$ cat src/verilog/mmc5_cpu_pkg.sv
// MMC5 CPU-side definitions
`default_nettype none

package mmc5_cpu_pkg;

	typedef logic [15:0] cpu_addr_t;	// CPU address bus
	typedef logic [7:0]  cpu_data_t;
	typedef logic [1:0]  prg_mode_t;
	typedef logic [7:0]  prg_bank_t;	// Bit 7 set selects ROM
	typedef logic [21:0] prg_out_t;

	// Pages decoded from A15-A10
	localparam logic [5:0] REG_PAGE   = 6'b010100;	// $5000-$53FF
	localparam logic [5:0] EXRAM_PAGE = 6'b010111;	// $5C00-$5FFF

	// Register offsets inside REG_PAGE
	localparam logic [9:0] REG_PRG_MODE      = 10'h100;
	localparam logic [9:0] REG_CHR_MODE      = 10'h101;
	localparam logic [9:0] REG_PROTECT1      = 10'h102;
	localparam logic [9:0] REG_PROTECT2      = 10'h103;
	localparam logic [9:0] REG_EXRAM_MODE    = 10'h104;
	localparam logic [9:0] REG_MIRRORING     = 10'h105;
	localparam logic [9:0] REG_PRG_RAM_BANK  = 10'h113;
	localparam logic [9:0] REG_PRG_BANK0     = 10'h114;
	localparam logic [9:0] REG_PRG_BANK1     = 10'h115;
	localparam logic [9:0] REG_PRG_BANK2     = 10'h116;
	localparam logic [9:0] REG_PRG_BANK3     = 10'h117;
	localparam logic [9:0] REG_CHR_BANK_BASE = 10'h120;	// Eight sprite banks
	localparam logic [9:0] REG_CHR_UPPER     = 10'h130;
	localparam logic [9:0] REG_IRQ_SCANLINE  = 10'h203;
	localparam logic [9:0] REG_IRQ_STATUS    = 10'h204;
	localparam logic [9:0] REG_MUL_A         = 10'h205;
	localparam logic [9:0] REG_MUL_B         = 10'h206;

	// Full addresses for read-back
	localparam logic [15:0] ADDR_STATUS  = 16'h5204;
	localparam logic [15:0] ADDR_MUL_LO  = 16'h5205;
	localparam logic [15:0] ADDR_MUL_HI  = 16'h5206;
	localparam logic [15:0] ADDR_NMI_VEC = 16'hFFFA;

	localparam logic [5:0] PRG_RAM_TAG = 6'b111100;	// PRG-RAM region of the output

endpackage

`default_nettype wire
$ cat src/verilog/mmc5_prg_map.sv
// MMC5 PRG bank mapping
`timescale 1ns/1ps
`default_nettype none

module mmc5_prg_map (
	input  wire mmc5_cpu_pkg::cpu_addr_t       prg_ain_i,
	input  wire                                prg_write_i,
	input  wire mmc5_cpu_pkg::prg_mode_t       prg_mode_i,
	input  wire mmc5_cpu_pkg::prg_bank_t [3:0] prg_bank_i,
	input  wire [2:0]                          prg_ram_bank_i,
	input  wire                                ram_we_ok_i,
	output mmc5_cpu_pkg::prg_out_t             prg_aout_o,
	output logic                               prg_allow_o
);

	mmc5_cpu_pkg::prg_bank_t sel;	// Selected 8 kB bank

	always_comb begin
		sel = {5'b00000, prg_ram_bank_i};	// $6000-$7FFF in every mode
		if (prg_ain_i[15]) begin
			case (prg_mode_i)
				2'd0: sel = {prg_bank_i[3][7:2], prg_ain_i[14:13]};	// 32 kB
				2'd1: begin
					// Two 16 kB windows
					if (prg_ain_i[14]) begin
						sel = {prg_bank_i[3][7:1], prg_ain_i[13]};
					end else begin
						sel = {prg_bank_i[1][7:1], prg_ain_i[13]};
					end
				end
				2'd2: begin
					if (prg_ain_i[14]) begin
						sel = prg_bank_i[{1'b1, prg_ain_i[13]}];	// 8 kB at $C000/$E000
					end else begin
						sel = {prg_bank_i[1][7:1], prg_ain_i[13]};
					end
				end
				default: sel = prg_bank_i[prg_ain_i[14:13]];	// Four 8 kB windows
			endcase
		end
	end

	assign prg_aout_o = sel[7] ? {2'b00, sel[6:0], prg_ain_i[12:0]}
		: {mmc5_cpu_pkg::PRG_RAM_TAG, sel[2:0], prg_ain_i[12:0]};

	// Writes only reach unprotected RAM
	assign prg_allow_o = prg_ain_i >= 16'h6000 && (!prg_write_i || (!sel[7] && ram_we_ok_i));

endmodule

`default_nettype wire

$ cat config.mk
export PLATFORM = sky130hd
export DESIGN_NAME = mmc5_prg_map
export DESIGN_NICKNAME = d
export VERILOG_FILES = /design/src/verilog/mmc5_cpu_pkg.sv /design/src/verilog/mmc5_prg_map.sv
export SDC_FILE = /design/constraint.sdc
export NUM_CORES = 1
export LEC_CHECK = 0
export ABC_AREA = 1
export BUFFER_PORTS_ARGS = -buffer_cell sky130_fd_sc_hd__buf_2
export CAP_MARGIN = 20
export CORE_AREA = 4 4 56 58
export DETAILED_ROUTE_END_ITERATION = 7
export DIE_AREA = 0 0 60 62
export PLACE_DENSITY = 0.79
export SLEW_MARGIN = 20
export SYNTH_ARGS = -nofsm -noshare
export SYNTH_HDL_FRONTEND = slang
export SYNTH_SLANG_ARGS = --single-unit
$ cat constraint.sdc
create_clock -name vclk -period 1.25
set_input_delay 0.25 -clock vclk [all_inputs]
set_output_delay 0.25 -clock vclk [all_outputs]
set_load 0.01 [all_outputs]
==> results of run 1 <==
[metal layers]
metal,up-vias,track usage [%]
met1,515,18.32
li1,619,-
met2,46,29.01
met5,-,0
met4,0,2.848
met3,6,0.8264
[area by class of cell]
cell class | count | area (um2) | area share (%)
well taps | 31 | 38.79 | 2.765
repair buffers | 83 | 594.3 | 42.37
multi-input cells | 117 | 688.2 | 49.06
inverters | 17 | 81.33 | 5.798
[power by group through the flow]
stage | Sequential [W] | Combinational, W | Clock (W)
final | 0 | 0.000508 | 0
after global routing | 0 | 0.000558 | 0
after CTS | 0 | 0.000472 | 0
after detailed placement | 0 | 0.000385 | 0
after global placement | 0 | 0.000381 | 0
after floorplan | 0 | 0.000233 | 0
[through the flow]
step / total power, W / util (%) / instances
floorplan: 0.0002332 / - / 152
global placement: 0.0003809 / 41.96 / 242
detailed placement: 0.0003847 / 41.96 / 242
CTS: 0.0004721 / 49.95 / 247
global route: 0.0005584 / 52.68 / 248
finish: 0.0005085 / 52.68 / 248
[cells in the mapped netlist, types with 2 or more instances]
library cell   n
a21oi_1       11
a21oi_2        2
buf_4         17
inv_1         12
inv_2          5
mux2i_1        3
nand2_1       36
nand2_2        2
nand3_1        7
nor2_1        15
nor2_2         2
o21ai_0       28
o21ai_1        9
[cells by family after synthesis]
logic type,Yosys count
and+or+nand+nor,62
AOI/OAI and AO/OA,52
buffers and inverters,35
muxes,3
[critical path: stages]
cell and delay, ns:
buf_12 0.12, buf_8 0.13, nor2_4 0.07, nor2_1 0.04, o21ai_1 0.09, o21ai_1 0.09
nand2_1 0.07, nand3_1 0.06, o21ai_1 0.08, inv_1 0.06, buf_6 0.11
[how the worst max path moves through the flow]
stage	start	end	slack, ns
2_1_floorplan	prg_ain_i[13]	prg_aout_o[16]	-0.002
3_3_place_gp	prg_ain_i[13]	prg_aout_o[13]	-0.27
3_5_place_dp	prg_ain_i[13]	prg_aout_o[13]	-0.30
4_1_cts	prg_ain_i[13]	prg_aout_o[13]	-0.16
5_1_grt	prg_ain_i[13]	prg_aout_o[19]	-0.23
6_report	prg_ain_i[13]	prg_aout_o[13]	-0.17
[repair_timing]
action	CTS	global route
buffers inserted	5	1
resized for setup	65	18
pin swaps	21	10
setup endpoints to repair	10	10
==> metrics.cfg, run 1 <==
[outcome]
status=complete, but fails checks
violations=setup timing

[global_route]
grt_pass1_wl_um=4554
grt_max_degree=13
grt_overflow=0
grt_pass1_vias=1136
grt.total_usage_pct=15.02
antenna_found_initial=0

[timing]
finalSetupViolCount=10
rsz0062_at_grt=true
fin_crit_sh_pct=113.7
finalHoldViolCount=0
worstMarginPinSlew_ns=0.2181
clock.fmax_ghz=0.7034
slew_viol_final=0
slew_headroom_pct=85.34
post-route-min-period_ns=1.422
setup_ws_ns=-0.1717
setup_tns_ns=-1.251
hold-worst-slack_ns=0.5000

[critical_path]
end_kind=output port
cp_data_arrival_time_ns=1.17
cp.required_ns=1.00
cp_max_fo=6
cp-start-kind=input port
worstSetupPathType=in -> out

[drt]
wl_per_cell_um=12.02
via_count=1186
final_antenna_net_count=0
drt_pass1_iterations=4
via_per_inst=4.782
wl_met1_um=1219
wl_met3_um=238
drt_iter0_drc=51
routed.top_layer=met4
wl_met2_um=1498
drt-total-wl_um=2981
drc=0

[floorplanning]
die-area_mm2=0.003720
rows=19
start_util_pct=28.20
pin_count=78
dieHeight_um=62
die_w_um=60
coreArea_mm2=0.002663

[logic_synthesis]
avgSynthCellArea_um2=4.939
synth_largest_area_cell=o21ai_0
muxShareOfSynthArea_pct=4.000
synth_xor_area_share_pct=0
yosysSeqAreaShare_pct=0
synth_cell_types=16
syn_nets=207
synthAdderAreaFrac_pct=0
synth_compound_area_share_pct=36.33
synth_top_family_by_area=compound AO/OA/AOI/OAI gates
netlist_instances=152
synth_area_leaders=o21ai_0 19%, nand2_1 18%, buf_4 17%
synth.cell_area_um2=750.7
synthSimpleGateAreaFrac_pct=33.50
yosysWarnings=0
synth_top_area_share_pct=18.67

[power_and_ir_drop]
switchingPower_w=0.0002525
irDropWorstVdd_mv=0.1708
power.density_mw_per_mm2=362.5
combPwrFrac_pct=100.0
p_sw_share_pct=49.65
internal_power_w=0.0002560
leakage_nw=0.7505
pwr-share-clk_pct=0
power.share.sequential_pct=0

[finish]
fill_cells=267
seq_cell_count=0
regArea_um2=0
nClkBuffers=0
layout_commonest_cell=buf_2
most-common-layout-cells=46 x buf_2, 29 x nand2_1, 23 x buf_4, 21 x o21ai_1, 12 x nor2_1
syn2layout_area_growth_pct=86.83
antenna_cells=0
drive_above_1_share_pct=54.84
fin_nets=274
fin_area_mm2=0.001403

[placed_design]
hpwl_um=2241
place_ws_ns=-0.2982
gp_congestion=0.9065
postPlaceCellArea_mm2=0.001117
portBuffers=52

[hold_path]
worstHoldPathCells=0
hold_class=in -> out
holdPathEnd=prg_aout_o[2]
worstHoldStart=prg_ain_i[2]

[job]
drv_cap=0

[clock_tree]
hold_buffers=0

Note: power is estimated with default switching activity, not from simulation.
==> inputs of run 2 (changes only) <==
--- a/config.mk
+++ b/config.mk
@@ -5,13 +5,13 @@
 export SDC_FILE = /design/constraint.sdc
 export NUM_CORES = 1
 export LEC_CHECK = 0
-export ABC_AREA = 1
+export ABC_AREA = 0
 export BUFFER_PORTS_ARGS = -buffer_cell sky130_fd_sc_hd__buf_2
 export CAP_MARGIN = 20
-export CORE_AREA = 4 4 56 58
+export CORE_AREA = 4 4 58 60
 export DETAILED_ROUTE_END_ITERATION = 7
-export DIE_AREA = 0 0 60 62
-export PLACE_DENSITY = 0.79
+export DIE_AREA = 0 0 62 64
+export PLACE_DENSITY = 0.78
 export SLEW_MARGIN = 20
 export SYNTH_ARGS = -nofsm -noshare
 export SYNTH_HDL_FRONTEND = slang
==> run 2 against run 1 <==
  * The run still ends with setup timing left
  * First-iteration DRC count up 16%
  * Via count down 8.5%
  * Area after synthesis increased by 9.5%
  * Non-clock buffer count rose by 4
  * Total power grew 1.9%
  * Final cell count down 16%
  * Sequential share of layout area stayed put
  * Critical endpoint is now prg_aout_o[16]
  * Largest power group unchanged
==> metrics.cfg, run 2 <==
[critical_path]
end_kind=output port  ; unchanged
slowest_delay_ns=0.30  ; was 0.13 ns
cp_max_fo=7  ; was 6
worstSetupPathType=in -> out  ; unchanged
crit_path_end=prg_aout_o[16]  ; was prg_aout_o[13]
cp-start-kind=input port  ; unchanged
worstPathCellList=buf_12, nor2b_4, nor2_2, a211o_1, o311a_1, buf_2  ; was buf_12, buf_8, nor2_4, nor2_1, o21ai_1, o21ai_1, nand2_1, nand3_1, o21ai_1, inv_1, buf_6
crit_start=prg_ain_i[14]  ; was prg_ain_i[13]
cp.required_ns=1.00  ; about the same
cp_data_arrival_time_ns=1.33  ; was 1.17 ns
slowest_stage=a211o_1  ; was buf_8

[timing]
setup_ws_ns=-0.3261  ; was -0.1717 ns
rsz0062_at_grt=true  ; unchanged
finalHoldViolCount=0  ; unchanged
worstMarginPinSlew_ns=0.3059  ; was 0.2181 ns
slew_viol_final=0  ; unchanged
slew_headroom_pct=79.61  ; was 85.34%
post-route-min-period_ns=1.576  ; was 1.422 ns
fin_crit_sh_pct=126.1  ; was 113.7%
finalSetupViolCount=10  ; unchanged
clock.fmax_ghz=0.6345  ; was 0.7034 GHz

[logic_synthesis]
synth_compound_area_share_pct=33.18  ; was 36.33%
synth_area_leaders=buf_4 14%, mux2i_1 7.3%, buf_6 6.8%  ; was o21ai_0 19%, nand2_1 18%, buf_4 17%
synth_cell_types=40  ; was 16
synthAdderAreaFrac_pct=0  ; unchanged
avgSynthCellArea_um2=7.406  ; was 4.939 um2
netlist_instances=111  ; was 152
syn_nets=166  ; was 207
yosysWarnings=0  ; unchanged
synth_xor_area_share_pct=0  ; unchanged
synth_top_area_share_pct=13.70  ; was 18.67%
synthTopCellsByCount=15 x buf_4, 10 x nor2_1, 7 x a21oi_1  ; was 36 x nand2_1, 28 x o21ai_0, 17 x buf_4
yosysSeqAreaShare_pct=0  ; unchanged
synthSimpleGateAreaFrac_pct=34.09  ; was 33.50%
muxShareOfSynthArea_pct=10.50  ; was 4.000%
yosysMostFrequentCell=buf_4  ; was nand2_1
synth_largest_area_cell=buf_4  ; was o21ai_0
synth_top_family_by_area=simple AND/OR/NAND/NOR gates  ; was compound AO/OA/AOI/OAI gates
synth.cell_area_um2=822.0  ; was 750.7 um2

[floorplanning]
start_util_pct=28.08  ; was 28.20%
rows=20  ; was 19
coreArea_mm2=0.002928  ; was 0.002663 mm2
die_w_um=62  ; was 60 um
dieHeight_um=64  ; was 62 um
pin_count=78  ; unchanged
die-area_mm2=0.003968  ; was 0.003720 mm2

[job]
drv_cap=0  ; unchanged

[hold_path]
hold_class=in -> out  ; unchanged
worstHoldPathCells=0  ; unchanged

[power_and_ir_drop]
power.total_w=0.0005184  ; was 0.0005085 W
leakage_nw=0.7017  ; was 0.7505 nW
power.density_mw_per_mm2=357.2  ; was 362.5 mW/mm2
irDropWorstVdd_mv=0.1700  ; was 0.1708 mV

[outcome]
violations=setup timing  ; unchanged
status=complete, but fails checks  ; unchanged

[global_route]
use_met1_pct=14.77  ; was 18.32%
busiest_layer=met2  ; unchanged
grt_pass1_vias=981  ; was 1136
grt_overflow=0  ; unchanged
antenna_found_initial=0  ; unchanged
grt_pass1_wl_um=4008  ; was 4554 um
grt_max_degree=17  ; was 13
grt.total_usage_pct=12.32  ; was 15.02%
gr-usage-met3_pct=2.020  ; was 0.8264%
grt_use_met2_pct=23.06  ; was 29.01%

[clock_tree]
hold_buffers=0  ; unchanged

[placed_design]
place_ws_ns=-0.4654  ; was -0.2982 ns
gp_congestion=0.8661  ; was 0.9065
portBuffers=52  ; unchanged
hpwl_um=2063  ; was 2241 um

[finish]
syn2layout_area_growth_pct=76.56  ; was 86.83%
seq_cell_count=0  ; unchanged
final_util_pct=49.57  ; was 52.68%
most-common-layout-cells=44 x buf_2, 26 x buf_4, 10 x buf_6, 9 x nor2_1, 6 x nor2b_1  ; was 46 x buf_2, 29 x nand2_1, 23 x buf_4, 21 x o21ai_1, 12 x nor2_1
drive_above_1_share_pct=65.34  ; was 54.84%
layout_commonest_cell=buf_2  ; unchanged
regArea_um2=0  ; unchanged
nClkBuffers=0  ; unchanged
antenna_cells=0  ; unchanged
fin_nets=233  ; was 274

[drt]
drc=0  ; unchanged
drt-total-wl_um=3097  ; was 2981 um
via_per_inst=5.191  ; was 4.782
final_antenna_net_count=0  ; unchanged
wl_per_cell_um=14.82  ; was 12.02 um
drt_pass1_iterations=4  ; unchanged
via_count=1085  ; was 1186
drt_iter0_drc=59  ; was 51

==> run 2: routing by layer <==
| metal | vias up | wire length [um] |
|---|---|---|
| li1 | 531 | - |
| met1 | 509 | 1172 |
| met2 | 41 | 1674 |
| met3 | 4 | 224 |
| met4 | 0 | 25 |
| met5 | - | 0 |
==> run 2: cells by family (layout without fill, tap and decap cells) <==
logic type | after synthesis | after routing
AOI/OAI and AO/OA | 34 | 34
muxes | 8 | 8
and+or+nand+nor | 46 | 46
buffers and inverters | 23 | 88
==> run 2: per-stage QoR <==
stage                     area (um2)  setup TNS, ns  hold WS [ns]  instances
final                           1451         -2.781        0.5000        209
after detailed placement        1114         -4.019        0.5001        195
after global placement          1114         -3.816        0.5001        195
after CTS                       1310         -2.921        0.5001        201
after global routing            1451         -3.244        0.5000        209
after floorplan                859.6        -0.9439        0.5918        111
==> run 2: power by group <==
group | total (W) | switching, W | internal [W]
sequential | 0 | 0 | 0
combinational | 0.000518 | 0.000215 | 0.000303
clock | 0 | 0 | 0
total | 0.000518 | 0.000215 | 0.000303
==> run 2: worst min path at each step <==
| stage | start | end | slack, ns |
|---|---|---|---|
| final | prg_ain_i[1] | prg_aout_o[1] | 0.50 |
| after global routing | prg_ain_i[6] | prg_aout_o[6] | 0.50 |
| after CTS | prg_ain_i[0] | prg_aout_o[0] | 0.50 |
| after detailed placement | prg_ain_i[0] | prg_aout_o[0] | 0.50 |
| after global placement | prg_ain_i[0] | prg_aout_o[0] | 0.50 |
| after floorplan | prg_ain_i[0] | prg_aout_o[0] | 0.59 |
==> run 2: layout make-up <==
cell class,instances,area [um2]
Timing Repair Buffer,87,680.7
Fill cell,279,1476
Inverter,1,3.754
Multi-Input combinational cell,88,725.7
Tap cell,33,41.29
==> run 2: timing repair <==
action                                  in CTS  in global routing
buffers inserted                             5                  6
endpoints found under the setup margin      10                 10
pin swaps                                   12                 12
resized for setup                           29                 15
cloned                                       1                  2
==> run 2: critical path: cells and delay by family <==
| kind | cells | cell delay [ns] |
|---|---|---|
| AOI/OAI and AO/OA | 2 | 0.59 |
| and+or+nand+nor | 2 | 0.23 |
| buffers and inverters | 2 | 0.26 |
==> inputs of run 3 (changes only) <==
--- a/config.mk
+++ b/config.mk
@@ -8,10 +8,10 @@
 export ABC_AREA = 0
 export BUFFER_PORTS_ARGS = -buffer_cell sky130_fd_sc_hd__buf_2
 export CAP_MARGIN = 20
-export CORE_AREA = 4 4 58 60
+export CORE_AREA = 4 4 55 57
 export DETAILED_ROUTE_END_ITERATION = 7
-export DIE_AREA = 0 0 62 64
-export PLACE_DENSITY = 0.78
+export DIE_AREA = 0 0 59 61
+export PLACE_DENSITY = 0.84
 export SLEW_MARGIN = 20
 export SYNTH_ARGS = -nofsm -noshare
 export SYNTH_HDL_FRONTEND = slang
==> run 3 against run 2 <==
  * The run still ends with setup timing left
  * Total power is 9.5% lower
  * Critical endpoint is now prg_aout_o[17]
  * Die area shrank 9.3%
  * First-iteration DRC count fell by 71%
  * Highest routed layer unchanged
  * Clock-buffer cell count unchanged
  * Setup slack lost 0.011 ns
  * Routed wire length is 8.4% lower
  * Largest cell class unchanged
  * Cell area shrank 8.1%
==> metrics.cfg, run 3 (same netlist as run 2, synthesis figures left out) <==
[outcome]
status=complete, but fails checks  ; unchanged
violations=setup timing  ; unchanged

[timing]
finalHoldViolCount=0  ; unchanged
hold-worst-slack_ns=0.5000  ; unchanged
worstMarginPinSlew_ns=0.3057  ; was 0.3059 ns
setup_ws_ns=-0.3370  ; was -0.3261 ns
post-route-min-period_ns=1.587  ; was 1.576 ns
slew_viol_final=0  ; unchanged
clock.fmax_ghz=0.6301  ; was 0.6345 GHz
rsz0062_at_grt=true  ; unchanged
slew_headroom_pct=79.62  ; was 79.61%
finalSetupViolCount=10  ; unchanged
fin_crit_sh_pct=127.0  ; was 126.1%

[critical_path]
end_kind=output port  ; unchanged
cp_data_arrival_time_ns=1.34  ; was 1.33 ns
cp-start-kind=input port  ; unchanged
cp.required_ns=1.00  ; about the same
crit_buf_inv=2  ; unchanged
cp_top_family=compound AO/OA/AOI/OAI gates  ; unchanged
slowest_delay_ns=0.34  ; was 0.30 ns
worstSetupPathType=in -> out  ; unchanged
worstPathCellList=buf_12, nor2b_4, nor2_2, a211o_1, o311a_1, buf_2  ; unchanged
cp_max_fo=7  ; unchanged
slowest_stage=o311a_1  ; was a211o_1

[placed_design]
postPlaceCellArea_mm2=0.001152  ; was 0.001114 mm2
portBuffers=52  ; unchanged
gp_congestion=0.8027  ; was 0.8661
hpwl_um=2246  ; was 2063 um

[floorplanning]
start_util_pct=33.18  ; was 28.08%
coreArea_mm2=0.002477  ; was 0.002928 mm2
pin_count=78  ; unchanged
dieHeight_um=61  ; was 64 um
die_w_um=59  ; was 62 um
rows=18  ; was 20
die-area_mm2=0.003599  ; was 0.003968 mm2

[finish]
drive_above_1_share_pct=59.41  ; was 65.34%
final_util_pct=53.84  ; was 49.57%
layout_commonest_cell=buf_2  ; unchanged
regArea_um2=0  ; unchanged
most-common-layout-cells=45 x buf_2, 21 x buf_4, 9 x nor2_1, 9 x buf_6  ; was 44 x buf_2, 26 x buf_4, 10 x buf_6, 9 x nor2_1, 6 x nor2b_1
seq_cell_count=0  ; unchanged
fin_area_mm2=0.001334  ; was 0.001451 mm2
syn2layout_area_growth_pct=62.25  ; was 76.56%
nClkBuffers=0  ; unchanged
fin_nets=227  ; was 233
fill_cells=232  ; was 279
antenna_cells=0  ; unchanged

[drt]
drt-total-wl_um=2837  ; was 3097 um
wl_per_cell_um=14.19  ; was 14.82 um
via_count=1044  ; was 1085
final_antenna_net_count=0  ; unchanged
drt_iter0_drc=17  ; was 59
drc=0  ; unchanged
drt_pass1_iterations=4  ; unchanged
via_per_inst=5.220  ; was 5.191

[global_route]
grt.total_usage_pct=14.77  ; was 12.32%
use_met1_pct=17.42  ; was 14.77%
grt_pass1_vias=1021  ; was 981
grt_pass1_wl_um=4326  ; was 4008 um
grt_max_degree=12  ; was 17
antenna_found_initial=0  ; unchanged
grt_use_met2_pct=27.44  ; was 23.06%
grt_overflow=0  ; unchanged
busiest_layer=met2  ; unchanged
gr-usage-met3_pct=3.617  ; was 2.020%

[power_and_ir_drop]
pwr-share-clk_pct=0  ; about the same
leakage_nw=0.6550  ; was 0.7017 nW
power.share.sequential_pct=0  ; about the same
combPwrFrac_pct=100.0  ; about the same
p_sw_share_pct=41.88  ; was 41.52%
irDropWorstVdd_mv=0.2038  ; was 0.1700 mV
switchingPower_w=0.0001965  ; was 0.0002152 W
internal_power_w=0.0002726  ; was 0.0003032 W
power.density_mw_per_mm2=351.7  ; was 357.2 mW/mm2

[clock_tree]
hold_buffers=0  ; unchanged

[job]
drv_cap=0  ; unchanged

[hold_path]
hold_class=in -> out  ; unchanged

==> run 3: layout make-up <==
type / count / area, um2 / share of cell area, %
Timing Repair Buffer: 81 / 606.8 / 45.50
Inverter: 1 / 3.754 / 0.2814
Tap cell: 30 / 37.54 / 2.814
Multi-Input combinational cell: 88 / 685.7 / 51.41
==> run 3: worst paths after layout <==
| check | start | end | slack, ns | cells after the start |
|---|---|---|---|---|
| setup / recovery | prg_ain_i[14] | prg_aout_o[17] | -0.34 | 6 |
| hold / removal | prg_ain_i[11] | prg_aout_o[11] | 0.50 | 0 |
==> run 3: routing by layer <==
layer	up-vias	share of wire, %
li1	518	-
met2	53	52
met5	-	0
met1	467	37
met3	6	10
met4	0	0.81
==> run 3: repair_timing <==
| item | 4_1_cts | 5_1_grt |
|---|---|---|
| pin swaps | 12 | 8 |
| gates cloned | 1 | 0 |
| hold endpoints to repair | 0 | 0 |
| endpoints found under the setup margin | 10 | 10 |
| setup buffers | 1 | 2 |
| gates resized for setup | 25 | 9 |
==> run 3: power groups by stage <==
stage / clock network [W] / logic [W] / registers [W]
floorplan: 0 / 0.000274 / 0
global placement: 0 / 0.000390 / 0
detailed placement: 0 / 0.000396 / 0
CTS: 0 / 0.000449 / 0
global route: 0 / 0.000511 / 0
finish: 0 / 0.000469 / 0
==> run 3: metrics by stage <==
stage | total power, W | cells | worst slack [ns] | TNS, ns
after floorplan | 0.0002735 | 111 | -0.1860 | -0.9439
after global placement | 0.0003904 | 196 | -0.4046 | -3.622
after detailed placement | 0.0003961 | 196 | -0.4351 | -3.777
after CTS | 0.0004491 | 198 | -0.3159 | -2.677
after global routing | 0.0005108 | 200 | -0.3852 | -3.261
final | 0.0004691 | 200 | -0.3370 | -2.746
